--- config.mk ---
export PLATFORM = sky130hd
export DESIGN_NAME = pc_keyboard_top
export DESIGN_NICKNAME = d
export VERILOG_FILES = /design/src/common/kbd_pkg.sv /design/src/design/ps2_receiver.sv /design/src/scan_translate/scan_translate.sv /design/src/design/xt_port_ctrl.sv /design/src/design/pc_keyboard_top.sv
export VERILOG_INCLUDE_DIRS = /design/src /design/src/common
export SDC_FILE = /design/constraint.sdc
export NUM_CORES = 1
export LEC_CHECK = 0
export ABC_AREA = 1
export BUFFER_PORTS_ARGS = -buffer_cell sky130_fd_sc_hd__buf_4
export CAP_MARGIN = 20
export CORE_UTILIZATION = 25
export CTS_CLUSTER_DIAMETER = 40
export DETAILED_ROUTE_END_ITERATION = 8
export SLEW_MARGIN = 30
export SYNTH_ARGS = -nofsm -noshare
export SYNTH_HDL_FRONTEND = slang
export SYNTH_SLANG_ARGS = --single-unit
--- constraint.sdc ---
create_clock -name clk -period 2 [get_ports clk]
set_input_delay 0.6 -clock clk [delete_from_list [all_inputs] [get_ports clk]]
set_output_delay 0.6 -clock clk [all_outputs]
set_load 0.01 [all_outputs]
--- src/common/kbd_defines.svh ---
// ~~~~~~~~~~~~~~~~~~~~~~~~~~~~~~~~~~~~~~~
// PC keyboard constants
// PS/2 protocol bytes, XT port encodings
// and the line synchronizer depth
// ~~~~~~~~~~~~~~~~~~~~~~~~~~~~~~~~~~~~~~~

`ifndef KBD_DEFINES_SVH
`define KBD_DEFINES_SVH

// Flip-flops per keyboard line synchronizer
`define KBD_SYNC_STAGES 2

// Set-2 prefix sent ahead of a key release
`define KBD_BREAK_PREFIX 8'hF0

// Reply presented after pb6 is released
`define KBD_SELF_TEST_CODE 8'hAA

`define KBD_BREAK_BIT 7 // pa bit marking a release

`endif

--- src/common/kbd_pkg.sv ---
// ~~~~~~~~~~~~~~~~~~~~~~~~~~~~~~~~~~~~~~~
// Keyboard subsystem types
// Scan code, code strobe and the XT port
// controller states
// ~~~~~~~~~~~~~~~~~~~~~~~~~~~~~~~~~~~~~~~

`default_nettype none

package kbd_pkg;

	// One byte of scan code, set 2 or set 1
	typedef logic [7:0] scan_code_t;

	// Code plus its qualifier, passed from stage to stage
	typedef struct packed {
		logic       valid; // High for one clk per code
		scan_code_t code;
	} code_strobe_t;

	// XT port controller states
	typedef enum logic [2:0] {
		ST_IDLE,       // Waiting for a code
		ST_PRESENT,    // Code on pa, irq1 raised
		ST_WAIT_CLR,   // Host acknowledged, waiting for pb7 low
		ST_BREAK_WAIT, // F0 seen, next code is a release
		ST_PB6_LOW,    // Host holding keyboard clock low
		ST_PB6_REL     // Released, self-test reply pending
	} xt_state_e;

endpackage

`default_nettype wire

--- src/design/ps2_receiver.sv ---
// ~~~~~~~~~~~~~~~~~~~~~~~~~~~~~~~~~~~~~~~
// PS/2 receiver
// Oversamples keyboard clock and data,
// assembles 11-bit frames and checks them
// ~~~~~~~~~~~~~~~~~~~~~~~~~~~~~~~~~~~~~~~

`timescale 1ns/1ns
`default_nettype none

`include "kbd_defines.svh"

module ps2_receiver (
	input  logic                  clk,
	input  logic                  rst_n,
	input  logic                  ps2_clk,
	input  logic                  ps2_data,
	output kbd_pkg::code_strobe_t raw_code
);

	logic [`KBD_SYNC_STAGES-1:0] clk_sync;
	logic [`KBD_SYNC_STAGES-1:0] data_sync;
	logic                        clk_prev;
	logic                        clk_fall;
	logic                        data_bit;
	logic                        last_bit;
	logic                        frame_ok;
	logic [3:0]                  bit_cnt;
	logic [9:0]                  shift_reg; // Parity, data, start from MSB down
	logic                        code_valid;
	kbd_pkg::scan_code_t         code_q;

	// Both lines idle high, so synchronizers come out of reset at 1
	always_ff @(posedge clk or negedge rst_n) begin
		if (!rst_n) begin
			clk_sync  <= '1;
			data_sync <= '1;
			clk_prev  <= 1'b1;
		end else begin
			clk_sync  <= {clk_sync[`KBD_SYNC_STAGES-2:0], ps2_clk};
			data_sync <= {data_sync[`KBD_SYNC_STAGES-2:0], ps2_data};
			clk_prev  <= clk_sync[`KBD_SYNC_STAGES-1];
		end
	end

	assign clk_fall = clk_prev & ~clk_sync[`KBD_SYNC_STAGES-1];
	assign data_bit = data_sync[`KBD_SYNC_STAGES-1];
	assign last_bit = (bit_cnt == 4'd10); // Stop bit position

	// Start low, odd parity over data and parity, stop high
	assign frame_ok = ~shift_reg[0] & (^shift_reg[9:1]) & data_bit;

	always_ff @(posedge clk or negedge rst_n) begin
		if (!rst_n) begin
			bit_cnt    <= '0;
			code_valid <= 1'b0;
		end else begin
			code_valid <= 1'b0;
			if (clk_fall) begin
				if (last_bit) begin
					bit_cnt    <= '0; // Restarts on bad frames too
					code_valid <= frame_ok;
				end else begin
					bit_cnt <= bit_cnt + 4'd1;
				end
			end
		end
	end

	// LSB first, so bits shift in from the top
	always_ff @(posedge clk) begin
		if (clk_fall && !last_bit) begin
			shift_reg <= {data_bit, shift_reg[9:1]};
		end
		if (clk_fall && last_bit) begin
			code_q <= shift_reg[8:1];
		end
	end

	assign raw_code = '{valid: code_valid, code: code_q};

endmodule

`default_nettype wire

--- src/scan_translate/scan_translate.sv ---
// ~~~~~~~~~~~~~~~~~~~~~~~~~~~~~~~~~~~~~~~
// Scan code translator
// Registered set-2 to set-1 lookup table
// ~~~~~~~~~~~~~~~~~~~~~~~~~~~~~~~~~~~~~~~

`timescale 1ns/1ns
`default_nettype none

module scan_translate (
	input  logic                  clk,
	input  logic                  rst_n,
	input  kbd_pkg::code_strobe_t raw_code,
	output kbd_pkg::code_strobe_t xt_code
);

	kbd_pkg::scan_code_t xlate;
	kbd_pkg::scan_code_t code_q;
	logic                valid_q;

	always_comb begin
		case (raw_code.code)
			8'h00: xlate = 8'hFF;
			8'h01: xlate = 8'h43; // F9
			8'h02: xlate = 8'h41;
			8'h03: xlate = 8'h3F;
			8'h04: xlate = 8'h3D;
			8'h05: xlate = 8'h3B; // F1
			8'h06: xlate = 8'h3C;
			8'h07: xlate = 8'h58;
			8'h08: xlate = 8'h64;
			8'h09: xlate = 8'h44;
			8'h0A: xlate = 8'h42;
			8'h0B: xlate = 8'h40;
			8'h0C: xlate = 8'h3E;
			8'h0D: xlate = 8'h0F; // Tab
			8'h0E: xlate = 8'h29;
			8'h0F: xlate = 8'h59;
			8'h10: xlate = 8'h65;
			8'h11: xlate = 8'h38; // Left Alt
			8'h12: xlate = 8'h2A; // Left Shift
			8'h13: xlate = 8'h70;
			8'h14: xlate = 8'h1D; // Left Ctrl
			8'h15: xlate = 8'h10;
			8'h16: xlate = 8'h02;
			8'h17: xlate = 8'h5A;
			8'h18: xlate = 8'h66;
			8'h19: xlate = 8'h71;
			8'h1A: xlate = 8'h2C;
			8'h1B: xlate = 8'h1F;
			8'h1C: xlate = 8'h1E; // A
			8'h1D: xlate = 8'h11;
			8'h1E: xlate = 8'h03;
			8'h1F: xlate = 8'h5B;
			8'h20: xlate = 8'h67;
			8'h21: xlate = 8'h2E;
			8'h22: xlate = 8'h2D;
			8'h23: xlate = 8'h20;
			8'h24: xlate = 8'h12;
			8'h25: xlate = 8'h05;
			8'h26: xlate = 8'h04;
			8'h27: xlate = 8'h5C;
			8'h28: xlate = 8'h68;
			8'h29: xlate = 8'h39; // Space
			8'h2A: xlate = 8'h2F;
			8'h2B: xlate = 8'h21;
			8'h2C: xlate = 8'h14;
			8'h2D: xlate = 8'h13;
			8'h2E: xlate = 8'h06;
			8'h2F: xlate = 8'h5D;
			8'h30: xlate = 8'h69;
			8'h31: xlate = 8'h31;
			8'h32: xlate = 8'h30;
			8'h33: xlate = 8'h23;
			8'h34: xlate = 8'h22;
			8'h35: xlate = 8'h15;
			8'h36: xlate = 8'h07;
			8'h37: xlate = 8'h5E;
			8'h38: xlate = 8'h6A;
			8'h39: xlate = 8'h72;
			8'h3A: xlate = 8'h32;
			8'h3B: xlate = 8'h24;
			8'h3C: xlate = 8'h16;
			8'h3D: xlate = 8'h08;
			8'h3E: xlate = 8'h09;
			8'h3F: xlate = 8'h5F;
			8'h40: xlate = 8'h6B;
			8'h41: xlate = 8'h33;
			8'h42: xlate = 8'h25;
			8'h43: xlate = 8'h17;
			8'h44: xlate = 8'h18;
			8'h45: xlate = 8'h0B;
			8'h46: xlate = 8'h0A;
			8'h47: xlate = 8'h60;
			8'h48: xlate = 8'h6C;
			8'h49: xlate = 8'h34;
			8'h4A: xlate = 8'h35;
			8'h4B: xlate = 8'h26;
			8'h4C: xlate = 8'h27;
			8'h4D: xlate = 8'h19;
			8'h4E: xlate = 8'h0C;
			8'h4F: xlate = 8'h61;
			8'h50: xlate = 8'h6D;
			8'h51: xlate = 8'h73;
			8'h52: xlate = 8'h28;
			8'h53: xlate = 8'h74;
			8'h54: xlate = 8'h1A;
			8'h55: xlate = 8'h0D;
			8'h56: xlate = 8'h62;
			8'h57: xlate = 8'h6E;
			8'h58: xlate = 8'h3A; // Caps Lock
			8'h59: xlate = 8'h36; // Right Shift
			8'h5A: xlate = 8'h1C; // Enter
			8'h5B: xlate = 8'h1B;
			8'h5C: xlate = 8'h75;
			8'h5D: xlate = 8'h2B;
			8'h5E: xlate = 8'h63;
			8'h5F: xlate = 8'h76;
			8'h60: xlate = 8'h55;
			8'h61: xlate = 8'h56;
			8'h62: xlate = 8'h77;
			8'h63: xlate = 8'h78;
			8'h64: xlate = 8'h79;
			8'h65: xlate = 8'h7A;
			8'h66: xlate = 8'h0E; // Backspace
			8'h67: xlate = 8'h7B;
			8'h68: xlate = 8'h7C;
			8'h69: xlate = 8'h4F;
			8'h6A: xlate = 8'h7D;
			8'h6B: xlate = 8'h4B;
			8'h6C: xlate = 8'h47;
			8'h6D: xlate = 8'h7E;
			8'h6E: xlate = 8'h7F;
			8'h6F: xlate = 8'h6F;
			8'h70: xlate = 8'h52; // Keypad block starts
			8'h71: xlate = 8'h53;
			8'h72: xlate = 8'h50;
			8'h73: xlate = 8'h4C;
			8'h74: xlate = 8'h4D;
			8'h75: xlate = 8'h48;
			8'h76: xlate = 8'h01; // Esc
			8'h77: xlate = 8'h45;
			8'h78: xlate = 8'h57;
			8'h79: xlate = 8'h4E;
			8'h7A: xlate = 8'h51;
			8'h7B: xlate = 8'h4A;
			8'h7C: xlate = 8'h37;
			8'h7D: xlate = 8'h49;
			8'h7E: xlate = 8'h46;
			8'h7F: xlate = 8'h54;
			8'h83: xlate = 8'h41; // F7 sits out of order in set 2
			8'h84: xlate = 8'h54;
			// Upper half passes through, F0 included
			default: xlate = raw_code.code;
		endcase
	end

	always_ff @(posedge clk or negedge rst_n) begin
		if (!rst_n) begin
			valid_q <= 1'b0;
		end else begin
			valid_q <= raw_code.valid;
		end
	end

	always_ff @(posedge clk) begin
		if (raw_code.valid) begin
			code_q <= xlate; // Held until the next strobe
		end
	end

	assign xt_code = '{valid: valid_q, code: code_q};

endmodule

`default_nettype wire

--- src/design/xt_port_ctrl.sv ---
// ~~~~~~~~~~~~~~~~~~~~~~~~~~~~~~~~~~~~~~~
// XT keyboard port controller
// Presents codes on pa, raises irq1 and
// answers the pb6 self-test request
// ~~~~~~~~~~~~~~~~~~~~~~~~~~~~~~~~~~~~~~~

`timescale 1ns/1ns
`default_nettype none

`include "kbd_defines.svh"

module xt_port_ctrl (
	input  logic                  clk,
	input  logic                  rst_n,
	input  logic                  pb6,
	input  logic                  pb7,
	input  kbd_pkg::code_strobe_t xt_code,
	output kbd_pkg::scan_code_t   pa,
	output logic                  irq1
);

	kbd_pkg::xt_state_e  state;
	kbd_pkg::scan_code_t break_code;
	logic                is_prefix;

	assign is_prefix = (xt_code.code == `KBD_BREAK_PREFIX);

	// Release codes carry the make code with the top bit set
	always_comb begin
		break_code = xt_code.code;
		break_code[`KBD_BREAK_BIT] = 1'b1;
	end

	always_ff @(posedge clk or negedge rst_n) begin
		if (!rst_n) begin
			state <= kbd_pkg::ST_IDLE;
			pa    <= '0;
			irq1  <= 1'b0;
		end else if (!pb6) begin
			// Keyboard clock held low by the host, wins over everything
			state <= kbd_pkg::ST_PB6_LOW;
			irq1  <= 1'b0;
		end else begin
			case (state)
				kbd_pkg::ST_IDLE: begin
					if (xt_code.valid) begin
						if (is_prefix) begin
							state <= kbd_pkg::ST_BREAK_WAIT; // No interrupt for F0
						end else begin
							pa    <= xt_code.code;
							state <= kbd_pkg::ST_PRESENT;
						end
					end
				end

				kbd_pkg::ST_BREAK_WAIT: begin
					// Repeated F0 keeps waiting
					if (xt_code.valid && !is_prefix) begin
						pa    <= break_code;
						state <= kbd_pkg::ST_PRESENT;
					end
				end

				kbd_pkg::ST_PRESENT: begin
					if (pb7) begin
						irq1  <= 1'b0; // Host acknowledge
						state <= kbd_pkg::ST_WAIT_CLR;
					end else begin
						irq1 <= 1'b1;
					end
				end

				kbd_pkg::ST_WAIT_CLR: begin
					if (!pb7) begin
						pa    <= '0;
						state <= kbd_pkg::ST_IDLE;
					end
				end

				// pb6 is high here, so the host has let go
				kbd_pkg::ST_PB6_LOW: begin
					state <= kbd_pkg::ST_PB6_REL;
				end

				kbd_pkg::ST_PB6_REL: begin
					if (!pb7) begin
						pa    <= `KBD_SELF_TEST_CODE;
						state <= kbd_pkg::ST_PRESENT;
					end
				end

				default: begin
					state <= kbd_pkg::ST_IDLE;
					pa    <= '0;
					irq1  <= 1'b0;
				end
			endcase
		end
	end

endmodule

`default_nettype wire

--- src/design/pc_keyboard_top.sv ---
// ~~~~~~~~~~~~~~~~~~~~~~~~~~~~~~~~~~~~~~~
// PC keyboard interface top
// PS/2 receiver, translator, XT port
// ~~~~~~~~~~~~~~~~~~~~~~~~~~~~~~~~~~~~~~~

`timescale 1ns/1ns
`default_nettype none

module pc_keyboard_top (
	input  logic                clk,
	input  logic                rst_n,
	input  logic                ps2_clk,
	input  logic                ps2_data,
	input  logic                pb6,
	input  logic                pb7,
	output kbd_pkg::scan_code_t pa,
	output logic                irq1
);

	kbd_pkg::code_strobe_t raw_code; // Set-2 code from the keyboard
	kbd_pkg::code_strobe_t xt_code;  // Set-1 code, one cycle later

	ps2_receiver u_rx (
		.clk      (clk),
		.rst_n    (rst_n),
		.ps2_clk  (ps2_clk),
		.ps2_data (ps2_data),
		.raw_code (raw_code)
	);

	scan_translate u_xlate (
		.clk      (clk),
		.rst_n    (rst_n),
		.raw_code (raw_code),
		.xt_code  (xt_code)
	);

	xt_port_ctrl u_port (
		.clk     (clk),
		.rst_n   (rst_n),
		.pb6     (pb6),
		.pb7     (pb7),
		.xt_code (xt_code),
		.pa      (pa),
		.irq1    (irq1)
	);

endmodule

`default_nettype wire

# ---- Word-level counts from Yosys, hierarchy flattened
# Index checks and enable logic that the tools add are counted.
dict set report classes {
  n_addsub 1
  eq_ne 147
  n_mux 21
  bitwise_logic 6
  reduce_logical 14
}
# cell n
set ops {}
lappend ops {{case mux 8 bit (128 select lines)} 1}
lappend ops {{equality test 8 x 7 -> 1 bit, second input constant} 64}
lappend ops {{equality test 8 x 6 -> 1 bit, second input constant} 32}
lappend ops {{equality test 8 x 5 -> 1 bit, second input constant} 16}
lappend ops {{equality test 8 x 4 -> 1 bit, second input constant} 8}
lappend ops {{2-to-1 mux 8 bit} 5}
lappend ops {{case mux 8 bit (5 select lines)} 1}
lappend ops {{equality test 8 x 3 -> 1 bit, second input constant} 4}
lappend ops {{equality test 8 bit, second input constant} 3}
lappend ops {{2-to-1 mux 3 bit} 6}
lappend ops {{case mux 3 bit (6 select lines)} 1}
lappend ops {{equality test 8 x 2 -> 1 bit, second input constant} 2}
lappend ops {{inequality test 3 bit, second input constant} 4}
lappend ops {{inequality test 2 bit, second input constant} 5}
lappend ops {{parity 9 bit} 1}
lappend ops {{equality test 8 x 1 -> 1 bit, second input constant} 1}
lappend ops {{logical NOT 8 bit} 1}
lappend ops {{AND reduction 7 bit} 1}
lappend ops {{equality test 3 x 2 -> 1 bit, second input constant} 2}
lappend ops {{equality test 3 bit, second input constant} 2}
lappend ops {{OR reduction 2 bit} 3}
lappend ops {{AND reduction 5 bit} 1}
lappend ops {{OR reduction 5 bit} 1}
lappend ops {{adder 4 x 1 -> 4 bit, second input constant} 1}
lappend ops {{13 further kinds} 23}
dict set report word_totals {
  regBits 49
  in_bits 6
  out_inout_bits 9
  elab_cells 201
}

# ---- Depth between registers and ports, before layout
dict set report depth {
  ltp_word 6
  depth_mapped 14
  depth_no_buf 13
}

# ---- By module
# From an unflattened synthesis, not the netlist that was laid out.
dict set report unflattened {
  cells_unflattened 745
  area_unflattened_um2 4461.8
}
# module instances cells_per_inst area_each_um2 seq_area_each_um2
set modules_own_cells {}
lappend modules_own_cells {scan_translate 1 546 2626.3 265.3}
lappend modules_own_cells {ps2_receiver 1 92 1108.6 797.0}
lappend modules_own_cells {xt_port_ctrl 1 107 726.9 300.3}

# ---- Worst setup path after synthesis
# Ideal clock, no wire load.
dict set report synth_path {
  kind {register to register}
  startpoint {reg u_rx.code_q[4]}
  endpoint {reg u_xlate.code_q[2], data pin}
  setup_time_ns 0.254
  arrival_time_ns 1.636
  t_required_ns 1.746
  slack_ns 0.110
  stages_incl_launch_ff 13
  n_path_buf 0
  period_less_slack_ns 1.890
  cell_sequence {edfxtp_1 -> inv_1 -> nand2_1 -> nor2_1 -> inv_1 -> a21oi_1 -> nor2_1 -> nand2_1 -> nor2_1 -> nand2_2 -> nor2_4 -> nand3_1 -> nand2_1}
}
dict set report synth_between {
  elab_chain_cells 3
  elab_cells_between_ends 133
  cone_classes {129 x eq/ne; 1 x mux; 3 x reduce/logical}
}
# element line
set synth_lines {}
lappend synth_lines {{from (decl)} ps2_receiver.sv:30} ;# kbd_pkg::scan_code_t code_q;
lappend synth_lines {{from (signal assigned)} ps2_receiver.sv:75} ;# code_q <= shift_reg[8:1];
lappend synth_lines {{equality test 8 x 7 -> 1 bit (tied with other cells)} scan_translate.sv:21} ;# case (raw_code.code)
lappend synth_lines {{OR reduction 2 bit (no source line)} n/a}
lappend synth_lines {{case mux 8 bit (128 select lines) (*)} scan_translate.sv:21}
lappend synth_lines {{named net u_xlate.xlate[2]} scan_translate.sv:16} ;# kbd_pkg::scan_code_t xlate;
lappend synth_lines {{to (signal assigned)} scan_translate.sv:167} ;# code_q <= xlate;
lappend synth_lines {{to (decl)} scan_translate.sv:17} ;# kbd_pkg::scan_code_t code_q;
# The timed path passes the listed nets; every way through them passes the cells marked *.
# A chain may end at the register's enable or synchronous reset.

# ---- Worst setup path after layout
dict set report layout_path {
  startpoint {reg u_rx.code_q[1]}
  endpoint {reg u_xlate.code_q[2], data pin}
}
# The elaborated chain is that of the path after synthesis.

==> metrics <==
slowest CP cell=edfxtp_1; Max Cap Viol=0; first-pass GRT wire length=28.90 mm; GRT met1 Usage=30.14%; synthesized area per cell=6.112 sq um; Yosys reg bits=49; number of nets with antenna violations after routing=0; leakage=0.003706 uW; CP arrival=2.28 ns; starting density of the core=25.45%; initial antenna violation count=0; max reg flops=10; register area share after synthesis=32.40%; cell with the most instances after synthesis=nand2_1; Flop pwr share=43.2%; crit-path max cell delay=0.57 ns; Final Skew=0.007374 ns; PortBufs=14; detailed-router iteration count before antenna repair=6; sw power=1031 uW; DP Area=0.005981 sq mm; met3 GRT Util=4.012%; nets=914; Root Buffer=clkbuf_16; cell internal pwr=2108 uW; vias in the first global route=5,221; die height=131.7 microns; CP required=2.04 ns; All-Layer GR Usage=21.74%; status=finished with violations; chip width=131.7 microns; routed len/inst=17.55 microns; Worst slew margin=67.05%; HP Class=input port to asynchronous set/reset pin; Synth area leader=nand2_1; Yosys Warn Count=0; sw frac=32.84%; IO Count=15; R2R cell count=13; GR peak layer=met2; worst skew pair latency=0.29 ns; row cnt=47; Routed WL=19.81 mm; CTS tree=yes; fin. max-slew vios=0; Worst Path Max Fanout=7; total power per unit cell area=427.8 mW/mm^2; Post-synth ARST share=46.94%; ant diodes=0; grt met2 use=32.69%; final setup vio count=8; fin area=0.007338 sq mm; non-filler cells, final=1,129; Max clock buf depth=2; mapped cell area=0.004205 sq mm; final count of hold timing violations=0; Hold-fix buffers, CTS=0; synth top area cells=nand2_1 (20%), edfxtp_1 (19%), nor2_1 (12%); minimum clock period=2.247 ns; Worst-path clk slew=0.07 ns; setup repair after global routing missed its margin=true; Most used DFF post-synth=edfxtp_1; Unique masters post-synth=36; startpoint types=register; DIE AREA=0.01734 sq mm; reg2reg setup slack=-0.25 ns; violations in the final reports=setup timing; CTS Buf Count=5; Crit Path Category=register to register; worst r2r src=u_rx.code_q[1]$_DFFE_PP_; share of layout cells above drive strength 1=48.51%; Worst Tran Pin Value=0.4881 ns; clock sink total=49; Post-Synthesis Cells=688; largest net degree at the start of global routing=24; slack of the critical path=-0.2471 ns; critical path capture point type=register; Synth top area share=19.90%; Max VDD drop=0.0003777 V; Clock Power Share=26.3%; DRC Markers=0; syn nets=694; Post-synth EDFFs=26; HPWL after DPL=15.37 mm; GRT Residual Overflow=0; Fillers=1,580; H-Tree Depth=2; GP Congestion=1.027; routed vias/inst=5.081; critical path, cell by cell=nand2_4 -> buf_6 -> nor2_4 -> buf_8 -> nand2_4 -> buf_6 -> nand2_2 -> nor2_1 -> nand3_1 -> nor2_1 -> nand2_1 -> nor2_2 -> nand2_1; routed vias=5,736; Logic pwr share=30.5%; P&R area growth vs syn=74.50%; core area=0.01652 sq mm; worst r2r dst=u_xlate.code_q[2]$_DFFE_PP_; period utilisation layout=112.4%; DRT iter0 DRCs=548; Post-Place Setup Slack=-0.4800 ns; Post-Place Cells=1,097; fmax=445.0 MHz; top cells by count, synth=nand2_1 (223), nor2_1 (139), nand3_1 (49)
[metrics by stage]
stage | TNS [ns] | utilization, % | hold WS (ns) | total power, uW
floorplan | 0 | - | 0.3044 | 1856
global placement | -4.040 | 36.19 | 0.3462 | 2223
detailed placement | -3.619 | 36.19 | 0.3473 | 2236
CTS | -1.447 | 39.40 | 0.2046 | 3094
global route | -2.302 | 44.41 | 0.2129 | 3341
finish | -1.766 | 44.41 | 0.1992 | 3139
[worst max path at each step]
| stage | startpoint | to | slack [ns] | cells after the start |
|---|---|---|---|---|
| 5_1_grt | u_rx.code_q[1]$_DFFE_PP_ | u_xlate.code_q[1]$_DFFE_PP_ | -0.32 | 12 |
| 2_1_floorplan | u_rx.code_q[4]$_DFFE_PP_ | u_xlate.code_q[2]$_DFFE_PP_ | 0.11 | 12 |
| 3_5_place_dp | u_rx.code_q[0]$_DFFE_PP_ | u_xlate.code_q[4]$_DFFE_PP_ | -0.48 | 12 |
| 3_3_place_gp | u_rx.code_q[0]$_DFFE_PP_ | u_xlate.code_q[3]$_DFFE_PP_ | -0.51 | 12 |
| 4_1_cts | u_rx.code_q[3]$_DFFE_PP_ | u_xlate.code_q[1]$_DFFE_PP_ | -0.19 | 12 |
| 6_report | u_rx.code_q[1]$_DFFE_PP_ | u_xlate.code_q[2]$_DFFE_PP_ | -0.25 | 13 |
[what timing repair did]
action	in CTS	in global routing
endpoints found under the setup margin	8	8
endpoints found under the hold margin	0	0
setup buffers	11	14
pin swaps	34	100
gates resized for setup	102	201
[cell usage in the layout (no fill, tap or decap), drive strengths merged, types with 2 or more instances in the layout]
| cell type | n |
|---|---|
| buf | 230 |
| nand2 | 230 |
| nor2 | 146 |
| o21ai | 52 |
| inv | 50 |
| nand3 | 49 |
| a21oi | 33 |
| edfxtp | 26 |
| nand4 | 22 |
| dfrtp | 18 |
| nor3 | 12 |
| nand3b | 6 |
| xnor2 | 5 |
| clkbuf | 5 |
| dfstp | 5 |
| xor2 | 3 |
| o31ai | 3 |
| o211ai | 2 |
| a211oi | 2 |
| clkinv | 2 |
[worst max-delay path: cells and delay by family (launching register included)]
family                 cells  cell delay [ns]
buffers and inverters      3             0.38
DFF                        1             0.57
and+or+nand+nor           10             1.02
[kinds of logic (layout without fill, tap and decap cells)]
logic type / after synthesis / in the layout / synth area share (%)
AOI/OAI and AO/OA: 97 / 97 / 12.35
xor gates and xnor gates: 8 / 8 / 1.666
buffers and inverters: 66 / 287 / 6.664
DFF: 49 / 49 / 32.40
and+or+nand+nor: 468 / 468 / 46.92
[power by group through the flow]
| stage | logic (uW) | clock network (uW) | registers (uW) |
|---|---|---|---|
| final | 957 | 826 | 1360 |
| after global routing | 1070 | 887 | 1380 |
| after CTS | 899 | 838 | 1360 |
| after detailed placement | 860 | 0 | 1380 |
| after global placement | 851 | 0 | 1370 |
| after floorplan | 468 | 0 | 1390 |
[final cells by class]
cell class,count,area [sq um],area share [%]
Clock buffer,5,125.1,1.705
Timing Repair Buffer,230,1928,26.27
Clock inverter,3,21.27,0.2899
Multi-Input combinational cell,573,3427,46.70
Tap cell,220,275.3,3.751
Sequential cell,49,1363,18.57
Inverter,49,198.9,2.711
[per-layer routing]
metal	vias up	share of wire (%)
met5	-	0
met4	0	5.2
met3	82	8.1
met2	272	44
met1	2657	42
li1	2725	-
Note: power is estimated with default switching activity, not from simulation.
